`src/source/ex_pkg.sv`:
```
`default_nettype none

package ex_pkg;

	// ========================================================================
	// widths
	// ========================================================================
	localparam int XLEN       = 32;         // data word
	localparam int REG_ADDR_W = 5;          // gpr index

	typedef logic [XLEN-1:0]       word_t;     // one data word
	typedef logic [2*XLEN-1:0]     dword_t;    // product or {hi, lo}
	typedef logic [REG_ADDR_W-1:0] reg_addr_t; // destination gpr

	// ========================================================================
	// opcodes
	// ========================================================================
	typedef enum logic [5:0] {
		OP_NOP,   OP_OR,   OP_AND,   OP_NOR,  OP_XOR,  // logic
		OP_SLL,   OP_SRL,  OP_SRA,                     // shifts
		OP_ADD,   OP_ADDU, OP_SUB,   OP_SUBU,          // adder
		OP_SLT,   OP_SLTU, OP_CLZ,   OP_CLO,           // compare, count
		OP_MUL,   OP_MULT, OP_MULTU,                   // multiplier
		OP_DIV,   OP_DIVU,                             // iterative divider
		OP_MFHI,  OP_MFLO, OP_MTHI,  OP_MTLO           // hi/lo moves
	} alu_op_e;

	// ========================================================================
	// transfer structs
	// ========================================================================
	typedef struct packed {
		alu_op_e   op;    // operation
		word_t     a;     // rs, also shift amount
		word_t     b;     // rt or resolved immediate
		reg_addr_t wd;    // destination
		logic      wreg;  // gpr write wanted
	} ex_req_t;

	typedef struct packed {
		reg_addr_t wd;    // destination
		logic      wreg;  // gpr write, dropped on overflow
		word_t     wdata; // write data
		logic      ov;    // signed overflow seen
	} ex_res_t;

	typedef struct packed {
		logic  we_hi;     // hi enable
		logic  we_lo;     // lo enable
		word_t hi;
		word_t lo;
	} hilo_wr_t;

endpackage

`default_nettype wire
```
`src/source/ex_stage.sv`:
```
`timescale 1ns/1ps
`default_nettype none

module ex_stage (
	input  logic            clk,
	input  logic            reset_i,
	input  ex_pkg::ex_req_t req_i,
	input  logic            req_valid_i,
	output logic            req_ready_o,
	output ex_pkg::ex_res_t res_o,
	output logic            res_valid_o,
	input  logic            res_ready_i
);
	import ex_pkg::*;

	word_t     alu_res;
	logic      alu_ov;
	dword_t    product;
	logic      mul_signed;
	logic      div_start;
	logic      div_signed;
	logic      div_busy;
	logic      div_done;
	logic      div_ack;     // result taken from divider
	word_t     div_quot;
	word_t     div_rem;
	word_t     hi;
	word_t     lo;
	hilo_wr_t  hilo_wr;
	logic      accept;      // request handshake this edge
	logic      is_div;
	logic      res_free;    // result reg can load
	logic      res_load;
	word_t     gpr_data;
	ex_res_t   res_d;
	ex_res_t   res_q;
	logic      res_valid_q;
	reg_addr_t div_wd_q;    // destination of pending division

	// ========================================================================
	// handshake and decode
	// ========================================================================
	assign res_free    = !res_valid_q || res_ready_i;
	assign req_ready_o = !div_busy && res_free;
	assign accept      = req_valid_i && req_ready_o;

	assign is_div     = (req_i.op == OP_DIV) || (req_i.op == OP_DIVU);
	assign div_start  = accept && is_div;
	assign div_signed = (req_i.op == OP_DIV);
	assign mul_signed = (req_i.op == OP_MUL) || (req_i.op == OP_MULT);
	assign div_ack    = div_done && res_free;           // wait while result held
	assign res_load   = (accept && !is_div) || div_ack;

	alu_int u_alu (
		.op_i     (req_i.op),
		.a_i      (req_i.a),
		.b_i      (req_i.b),
		.result_o (alu_res),
		.ov_o     (alu_ov)
	);

	mul_unit u_mul (
		.signed_i  (mul_signed),
		.a_i       (req_i.a),
		.b_i       (req_i.b),
		.product_o (product)
	);

	div_unit #(
		.WIDTH (XLEN)
	) u_div (
		.clk        (clk),
		.reset_i    (reset_i),
		.start_i    (div_start),
		.signed_i   (div_signed),
		.dividend_i (req_i.a),
		.divisor_i  (req_i.b),
		.ack_i      (div_ack),
		.busy_o     (div_busy),
		.done_o     (div_done),
		.quot_o     (div_quot),
		.rem_o      (div_rem)
	);

	hilo_reg u_hilo (
		.clk     (clk),
		.reset_i (reset_i),
		.wr_i    (hilo_wr),
		.hi_o    (hi),
		.lo_o    (lo)
	);

	// ========================================================================
	// hi/lo write select
	// ========================================================================
	always_comb begin
		hilo_wr = '0;
		if (div_ack) begin                    // same edge as result load
			hilo_wr.we_hi = 1'b1;
			hilo_wr.we_lo = 1'b1;
			hilo_wr.hi    = div_rem;
			hilo_wr.lo    = div_quot;
		end else if (accept) begin
			case (req_i.op)
				OP_MULT, OP_MULTU: begin
					hilo_wr.we_hi = 1'b1;
					hilo_wr.we_lo = 1'b1;
					hilo_wr.hi    = product[2*XLEN-1:XLEN];
					hilo_wr.lo    = product[XLEN-1:0];
				end
				OP_MTHI: begin
					hilo_wr.we_hi = 1'b1;
					hilo_wr.hi    = req_i.a;
				end
				OP_MTLO: begin
					hilo_wr.we_lo = 1'b1;
					hilo_wr.lo    = req_i.a;
				end
				default: hilo_wr = '0;
			endcase
		end
	end

	// ========================================================================
	// result mux and register
	// ========================================================================
	always_comb begin
		case (req_i.op)
			OP_MUL:  gpr_data = product[XLEN-1:0]; // low word only
			OP_MFHI: gpr_data = hi;
			OP_MFLO: gpr_data = lo;
			default: gpr_data = alu_res;           // zero for hi/lo writers
		endcase
	end

	always_comb begin
		if (div_ack) begin
			res_d.wd    = div_wd_q;
			res_d.wreg  = 1'b0;                 // division only updates hi/lo
			res_d.wdata = div_quot;
			res_d.ov    = 1'b0;
		end else begin
			res_d.wd    = req_i.wd;
			res_d.wreg  = req_i.wreg && !alu_ov; // overflow kills write
			res_d.wdata = gpr_data;
			res_d.ov    = alu_ov;
		end
	end

	always_ff @(posedge clk) begin
		if (reset_i)
			res_valid_q <= 1'b0;
		else if (res_load)
			res_valid_q <= 1'b1;
		else if (res_ready_i)
			res_valid_q <= 1'b0;                // drained
	end

	always_ff @(posedge clk) begin
		if (res_load)
			res_q <= res_d;                     // only when free, so held stable
		if (div_start)
			div_wd_q <= req_i.wd;
	end

	assign res_o       = res_q;
	assign res_valid_o = res_valid_q;

endmodule

`default_nettype wire

```
`src/source/hilo_reg.sv`:
```
`timescale 1ns/1ps
`default_nettype none

module hilo_reg (
	input  logic             clk,
	input  logic             reset_i,
	input  ex_pkg::hilo_wr_t wr_i,
	output ex_pkg::word_t    hi_o,
	output ex_pkg::word_t    lo_o
);
	import ex_pkg::*;

	word_t hi_q;
	word_t lo_q;

	// ========================================================================
	// independent enables
	// ========================================================================
	always_ff @(posedge clk) begin
		if (reset_i) begin
			hi_q <= '0;
			lo_q <= '0;
		end else begin
			if (wr_i.we_hi)
				hi_q <= wr_i.hi;  // mthi leaves lo alone
			if (wr_i.we_lo)
				lo_q <= wr_i.lo;  // mtlo leaves hi alone
		end
	end

	assign hi_o = hi_q;
	assign lo_o = lo_q;

endmodule

`default_nettype wire

```
`src/source/div_unit.sv`:
```
`timescale 1ns/1ps
`default_nettype none

module div_unit #(
	parameter int WIDTH = 32
) (
	input  logic             clk,
	input  logic             reset_i,
	input  logic             start_i,
	input  logic             signed_i,
	input  logic [WIDTH-1:0] dividend_i,
	input  logic [WIDTH-1:0] divisor_i,
	input  logic             ack_i,
	output logic             busy_o,
	output logic             done_o,
	output logic [WIDTH-1:0] quot_o,
	output logic [WIDTH-1:0] rem_o
);

	localparam int CNT_W = $clog2(WIDTH);

	typedef enum logic [1:0] {S_IDLE, S_RUN, S_DONE} state_e;

	state_e           state_q;
	logic [CNT_W-1:0] step_q;      // current bit step
	logic [WIDTH-1:0] rem_q;       // partial remainder
	logic [WIDTH-1:0] quot_q;      // dividend shifts out, quotient in
	logic [WIDTH-1:0] dvs_q;       // divisor magnitude
	logic             neg_quot_q;  // signs differed
	logic             neg_rem_q;   // dividend was negative
	logic             zero_q;      // divide by zero
	logic [WIDTH-1:0] mag_dvd;
	logic [WIDTH-1:0] mag_dvs;
	logic [WIDTH:0]   trial;       // remainder with next dividend bit
	logic [WIDTH:0]   diff;        // msb set means borrow

	assign mag_dvd = (signed_i && dividend_i[WIDTH-1]) ? (~dividend_i + 1'b1) : dividend_i;
	assign mag_dvs = (signed_i && divisor_i[WIDTH-1]) ? (~divisor_i + 1'b1) : divisor_i;

	assign trial = {rem_q, quot_q[WIDTH-1]};
	assign diff  = trial - {1'b0, dvs_q};

	// ========================================================================
	// control
	// ========================================================================
	always_ff @(posedge clk) begin
		if (reset_i) begin
			state_q <= S_IDLE;
			step_q  <= '0;
		end else begin
			case (state_q)
				S_IDLE: if (start_i) begin
					state_q <= S_RUN;
					step_q  <= '0;
				end
				S_RUN: begin
					step_q <= step_q + 1'b1;
					if (step_q == CNT_W'(WIDTH - 1))
						state_q <= S_DONE;  // last step this edge
				end
				S_DONE: if (ack_i)
					state_q <= S_IDLE;     // held until result taken
				default: state_q <= S_IDLE;
			endcase
		end
	end

	// ========================================================================
	// restoring datapath
	// ========================================================================
	always_ff @(posedge clk) begin
		if (state_q == S_IDLE && start_i) begin
			rem_q      <= '0;
			quot_q     <= mag_dvd;
			dvs_q      <= mag_dvs;
			neg_quot_q <= signed_i && (dividend_i[WIDTH-1] ^ divisor_i[WIDTH-1]);
			neg_rem_q  <= signed_i && dividend_i[WIDTH-1];
			zero_q     <= (divisor_i == '0);
		end else if (state_q == S_RUN) begin
			if (!diff[WIDTH]) begin                 // fits, keep difference
				rem_q  <= diff[WIDTH-1:0];
				quot_q <= {quot_q[WIDTH-2:0], 1'b1};
			end else begin                          // restore
				rem_q  <= trial[WIDTH-1:0];
				quot_q <= {quot_q[WIDTH-2:0], 1'b0};
			end
		end
	end

	assign busy_o = (state_q != S_IDLE);   // covers the wait in done
	assign done_o = (state_q == S_DONE);

	// sign correction, zero divisor forces zeros
	assign quot_o = zero_q ? '0 : (neg_quot_q ? (~quot_q + 1'b1) : quot_q);
	assign rem_o  = zero_q ? '0 : (neg_rem_q ? (~rem_q + 1'b1) : rem_q);

endmodule

`default_nettype wire

```
`src/source/mul_unit.sv`:
```
`timescale 1ns/1ps
`default_nettype none

module mul_unit (
	input  logic           signed_i,
	input  ex_pkg::word_t  a_i,
	input  ex_pkg::word_t  b_i,
	output ex_pkg::dword_t product_o
);
	import ex_pkg::*;

	word_t  mag_a;    // |a| when signed
	word_t  mag_b;    // |b| when signed
	dword_t prod_u;   // unsigned magnitude product
	logic   neg;      // result sign

	assign mag_a = (signed_i && a_i[XLEN-1]) ? (~a_i + 1'b1) : a_i;
	assign mag_b = (signed_i && b_i[XLEN-1]) ? (~b_i + 1'b1) : b_i;

	assign prod_u = dword_t'(mag_a) * dword_t'(mag_b);

	// opposite signs give a negative product
	assign neg = signed_i && (a_i[XLEN-1] ^ b_i[XLEN-1]);

	assign product_o = neg ? (~prod_u + 1'b1) : prod_u;

endmodule

`default_nettype wire

```
`src/source/alu_int.sv`:
```
`timescale 1ns/1ps
`default_nettype none

module alu_int (
	input  ex_pkg::alu_op_e op_i,
	input  ex_pkg::word_t   a_i,
	input  ex_pkg::word_t   b_i,
	output ex_pkg::word_t   result_o,
	output logic            ov_o
);
	import ex_pkg::*;

	localparam int SHW  = $clog2(XLEN);     // shift amount bits
	localparam int CNTW = $clog2(XLEN) + 1; // count reaches XLEN

	logic            sub_op;  // adder in subtract mode
	word_t           b_mux;   // b or ~b into the adder
	word_t           sum;     // a + b or a - b
	logic            slt_s;   // signed a < b
	logic            slt_u;   // unsigned a < b
	logic [SHW-1:0]  shamt;
	logic [CNTW-1:0] lz_cnt;  // leading zeros of a
	logic [CNTW-1:0] lo_cnt;  // leading ones of a

	// scan from msb, stop at the first set bit
	function automatic logic [CNTW-1:0] lead_zeros(input word_t v);
		logic [CNTW-1:0] n;
		logic            hit;
		n   = '0;
		hit = 1'b0;
		for (int i = XLEN - 1; i >= 0; i--) begin
			if (v[i])
				hit = 1'b1;
			else if (!hit)
				n = n + 1'b1;
		end
		return n;
	endfunction

	// ========================================================================
	// shared adder
	// ========================================================================
	assign sub_op = op_i inside {OP_SUB, OP_SUBU, OP_SLT};
	assign b_mux  = sub_op ? ~b_i : b_i;               // invert, carry in below
	assign sum    = a_i + b_mux + word_t'(sub_op);     // two's complement

	// neg vs pos, or same signs and negative difference
	assign slt_s = (a_i[XLEN-1] && !b_i[XLEN-1]) ||
		((a_i[XLEN-1] == b_i[XLEN-1]) && sum[XLEN-1]);
	assign slt_u = a_i < b_i;

	// operands agree in sign but sum flips
	assign ov_o = (op_i inside {OP_ADD, OP_SUB}) &&
		(a_i[XLEN-1] == b_mux[XLEN-1]) && (sum[XLEN-1] != a_i[XLEN-1]);

	assign shamt  = a_i[SHW-1:0];          // low bits of a only
	assign lz_cnt = lead_zeros(a_i);
	assign lo_cnt = lead_zeros(~a_i);      // ones become zeros

	// ========================================================================
	// result select
	// ========================================================================
	always_comb begin
		case (op_i)
			OP_OR:   result_o = a_i | b_i;
			OP_AND:  result_o = a_i & b_i;
			OP_NOR:  result_o = ~(a_i | b_i);
			OP_XOR:  result_o = a_i ^ b_i;
			OP_SLL:  result_o = b_i << shamt;
			OP_SRL:  result_o = b_i >> shamt;
			OP_SRA:  result_o = $signed(b_i) >>> shamt; // sign fill
			OP_ADD, OP_ADDU,
			OP_SUB, OP_SUBU:
				result_o = sum;
			OP_SLT:  result_o = word_t'(slt_s);
			OP_SLTU: result_o = word_t'(slt_u);
			OP_CLZ:  result_o = word_t'(lz_cnt);
			OP_CLO:  result_o = word_t'(lo_cnt);
			default: result_o = '0;                   // mul/div/move handled above
		endcase
	end

endmodule

`default_nettype wire

```
`config.mk`:
```
export PLATFORM = sky130hd
export DESIGN_NAME = ex_stage
export DESIGN_NICKNAME = d
export VERILOG_FILES = /design/src/source/ex_pkg.sv /design/src/source/ex_stage.sv /design/src/source/hilo_reg.sv /design/src/source/div_unit.sv /design/src/source/mul_unit.sv /design/src/source/alu_int.sv
export SDC_FILE = /design/constraint.sdc
export NUM_CORES = 2
export LEC_CHECK = 0
export BUFFER_PORTS_ARGS = -buffer_cell sky130_fd_sc_hd__buf_2
export CAP_MARGIN = 40
export CORE_UTILIZATION = 50
export CTS_CLUSTER_DIAMETER = 150
export CTS_CLUSTER_SIZE = 20
export DETAILED_ROUTE_END_ITERATION = 16
export GPL_TIMING_DRIVEN = 0
export PLACE_DENSITY = 0.68
export SYNTH_ARGS = -nofsm -noshare
export SYNTH_HDL_FRONTEND = slang
export SYNTH_SLANG_ARGS = --single-unit
```
`constraint.sdc`:
```
create_clock -name clk -period 17.6 [get_ports clk]
set_input_delay 3.52 -clock clk [delete_from_list [all_inputs] [get_ports clk]]
set_output_delay 3.52 -clock clk [all_outputs]
set_load 0.1 [all_outputs]
```
==> results by group <==
Status
  • Status: finished, violations left
  • Failing checks: setup timing

STA
  • Final Cycle Share: 106%
  • Fin. Hold Viols: 0
  • Final Skew: 0.0344 ns
  • Setup ws final: -1.10 ns
  • Min Tclk post-route: 18.70 ns
  • Final Setup Violations: 9
  • RSZ-0062 raised after global routing: true
  • WHS: 0.478 ns
  • Normalized max-slew margin: 16.0%
  • Fmax: 53.5 MHz
  • Final Max Tran Viols: 0
  • Worst Max-Slew Pin Slew: 1.26 ns

Yosys
  • Synth warnings: 0
  • Number of flops mapped to enable cells by yosys: 111
  • FFs w/ async S/R, synth: 0%
  • Commonest cells in the netlist: nand2_1 (1,366), inv_1 (1,161), fa_1 (898)
  • Yosys top cell by area: fa_1
  • Post-synth cell types: 126
  • Seq cells post-synth: 215
  • Syn_area_per_cell: 7.90 um2
  • Ys flop type: edfxtp_1
  • Synth top area share: 28.3%
  • Synth area leaders: fa_1 (28%), ha_1 (9.6%), nand2_1 (8.1%), inv_1 (6.9%), edfxtp_1 (5.2%)
  • Mapped Nets: 9,510
  • Mapped Cells: 8,046
  • Most frequent cell after synthesis: nand2_1
  • Seq/Total Area, Yosys: 8.52%
  • Synth Cell Area: 63,600 um2

Placement
  • RePlAce Congestion: 1.16
  • Number of port buffers: 117
  • Placed Area: 68,600 um2
  • DP HPWL: 276 mm

Critical path
  • Reg2reg setup slack: 11.33 ns
  • WP data required: 17.86 ns
  • WP buf/inv: 47
  • Critical path's slowest cell: xnor3_2
  • Worst path arrival time: 18.96 ns
  • FF-to-FF Start: u_div.quot_q[31]
  • Maximum fanout along the worst path: 10
  • Slowest cell delay on critical path: 0.50 ns
  • Crit Path Class: input pin to flop
  • Crit end category: flop
  • Crit path max-delay family: buffers and inverters
  • R2r endpoint: u_div.rem_q[27]
  • Startpoint types: input pin
  • Most common cell on crit path: buf_4
  • Worst reg-to-reg path cell count: 23

Worst hold path
  • Worst min-delay path startpoint: u_div.step_q[4]
  • Hold WC Path Type: flop to flop
  • Worst hold endpoint: u_div.step_q[4]
  • Min-Delay Path Depth: 2

Route
  • Post-DRT Antenna Nets: 0
  • TritonRoute pass-1 iters: 9
  • Initial drt markers: 8,984
  • DR vias: 65.7k
  • WL per Instance: 32.2 um
  • Routed WL: 328 mm
  • Remaining DRCs: 0
  • Via/cell ratio: 6.45

Clocking
  • Clk_lat worst skew: 0.54 ns
  • Clock Tree Buf Depth: 3
  • Total CTS buffers: 14
  • Root buf cell: clkbuf_16
  • H-tree lvl count: 1
  • Clock sink count: 215
  • CTS tree: yes
  • Clk slew on worst S/H paths: 0.09 ns
  • Post-CTS Hold Buffers: 0

Global routing
  • Initial antenna violation count: 23
  • Total track usage: 50.3%
  • Vias in the first global route: 62.9k
  • First-pass GRT wire length: 456 mm
  • Largest net degree at the start of global routing: 39
  • Congestion Overflow GR: 0

Cells and area
  • Layout net count: 9,976
  • Layout cell share with drive strength beyond 1: 9.62%
  • Syn-to-layout area delta: 11.7%
  • Fillers: 12.0k
  • Design Area, Final: 71,000 um2

Floorplanning
  • Die W: 359 um
  • I/O Pins: 121
  • Die area: 129,000 um2
  • Core box area: 126,000 um2
  • Initial core utilization: 50.5%
  • DIE HEIGHT: 359 um
  • Rows: 130

Job
  • Max-cap viol count: 0
[per-stage QoR]
step / cells / setup TNS (ns) / util, % / worst slack [ns]
2_1_floorplan: 8046 / -0.316 / - / -0.316
3_3_place_gp: 9813 / -186.59 / 52.7 / -4.70
3_5_place_dp: 10000 / -77.18 / 54.5 / -3.46
4_1_cts: 10100 / -0.984 / 55.9 / -0.694
5_1_grt: 10200 / -5.62 / 56.4 / -1.39
6_report: 10200 / -2.99 / 56.4 / -1.10
[cell type report]
| class | instances | area (um2) | area share [%] |
|---|---|---|---|
| clock buffer | 21 | 377 | 0.530 |
| tap | 1650 | 2060 | 2.91 |
| sequential | 215 | 5420 | 7.63 |
| multi-input combinational | 6224 | 53200 | 74.9 |
| clock inverter | 3 | 25.0 | 0.0352 |
| inverter | 1176 | 4430 | 6.24 |
| antenna | 14 | 35.0 | 0.0493 |
| timing repair buffer | 457 | 3770 | 5.30 |
| buffer | 424 | 1720 | 2.42 |
[cells by family after synthesis]
family	Yosys count	synth area share [%]
DFF	215	8.52
AOI/OAI and AO/OA	1421	14.6
muxes	161	2.88
and+or+nand+nor	2749	19.1
buffers and inverters	1607	9.58
xor gates and xnor gates	509	7.54
adders and majority gates	1384	37.8
[layout by cell type (no fill, tap or decap), types with 37 or more instances in the layout]
master / count
nand2_1: 1357
inv_1: 1155
fa_1: 898
nor2_1: 642
ha_1: 471
o21ai_0: 385
clkbuf_1: 363
xnor2_1: 325
a21oi_1: 298
buf_4: 209
buf_2: 139
mux2i_1: 121
edfxtp_1: 111
nand3_1: 109
xor2_1: 104
dfxtp_1: 104
nor3_1: 102
and2_1: 87
buf_6: 78
a221oi_1: 71
a31oi_1: 68
nand2b_1: 61
a21o_1: 59
or3_1: 54
xnor2_2: 51
nor2b_1: 48
o31ai_1: 46
and3_1: 41
o211ai_1: 40
nand4_1: 37
buf_8: 37
[sequential cells by signal, indices dropped and copies added, names as in the netlist]
| register | flops |
|---|---|
| u_div.zero_q | 1 |
| u_div.neg_rem_q | 1 |
| u_div.state_q | 2 |
| u_div.dvs_q | 32 |
| div_wd_q | 5 |
| u_div.rem_q | 32 |
| res_o | 39 |
| u_div.step_q | 5 |
| u_div.quot_q | 32 |
| u_div.neg_quot_q | 1 |
| u_hilo.hi_o | 32 |
| res_valid_o | 1 |
| u_hilo.lo_o | 32 |
[worst register-to-register path: cells and delay by family (launching register included)]
kind                     cells  cell delay, ns
AO/OA/AOI/OAI               15            3.39
multiplexers                 1            0.28
AND/OR/NAND/NOR              2            0.54
buffers and inverters        2            0.68
flip-flops                   1            0.46
XOR/XNOR                     1            0.34
adder cells (fa/ha/maj)      2            0.42
[per-layer routing]
metal / up-vias / share of wire [%] / GRT usage (%)
met5: - / 0.063 / 0
met2: 4751 / 41 / 74.5
met1: 32300 / 35 / 59.9
met3: 1362 / 12 / 13.7
met4: 16 / 12 / 45.1
li1: 27300 / - / -
[worst max-delay path by stage]
| stage | from | cells past startpoint | slack [ns] | endpoint |
|---|---|---|---|---|
| floorplan | req_i[68] | 91 | -0.32 | res_o[6] |
| global placement | req_i[38] | 52 | -4.70 | u_hilo.hi_o[31] |
| detailed placement | req_i[68] | 90 | -3.46 | res_o[6] |
| CTS | req_i[68] | 92 | -0.69 | res_o[6] |
| global route | req_i[69] | 91 | -1.39 | res_o[6] |
| finish | req_i[67] | 99 | -1.10 | res_o[6] |
[what timing repair did]
item                                    4_1_cts  5_1_grt
gates resized for setup                     125       80
buffers inserted                            110       26
endpoints found under the setup margin       42       32
pin swaps                                    58       64
Power is left out: the tool's default activity adds up to more than one toggle a clock period on the data nets, which glitch-free logic cannot reach.
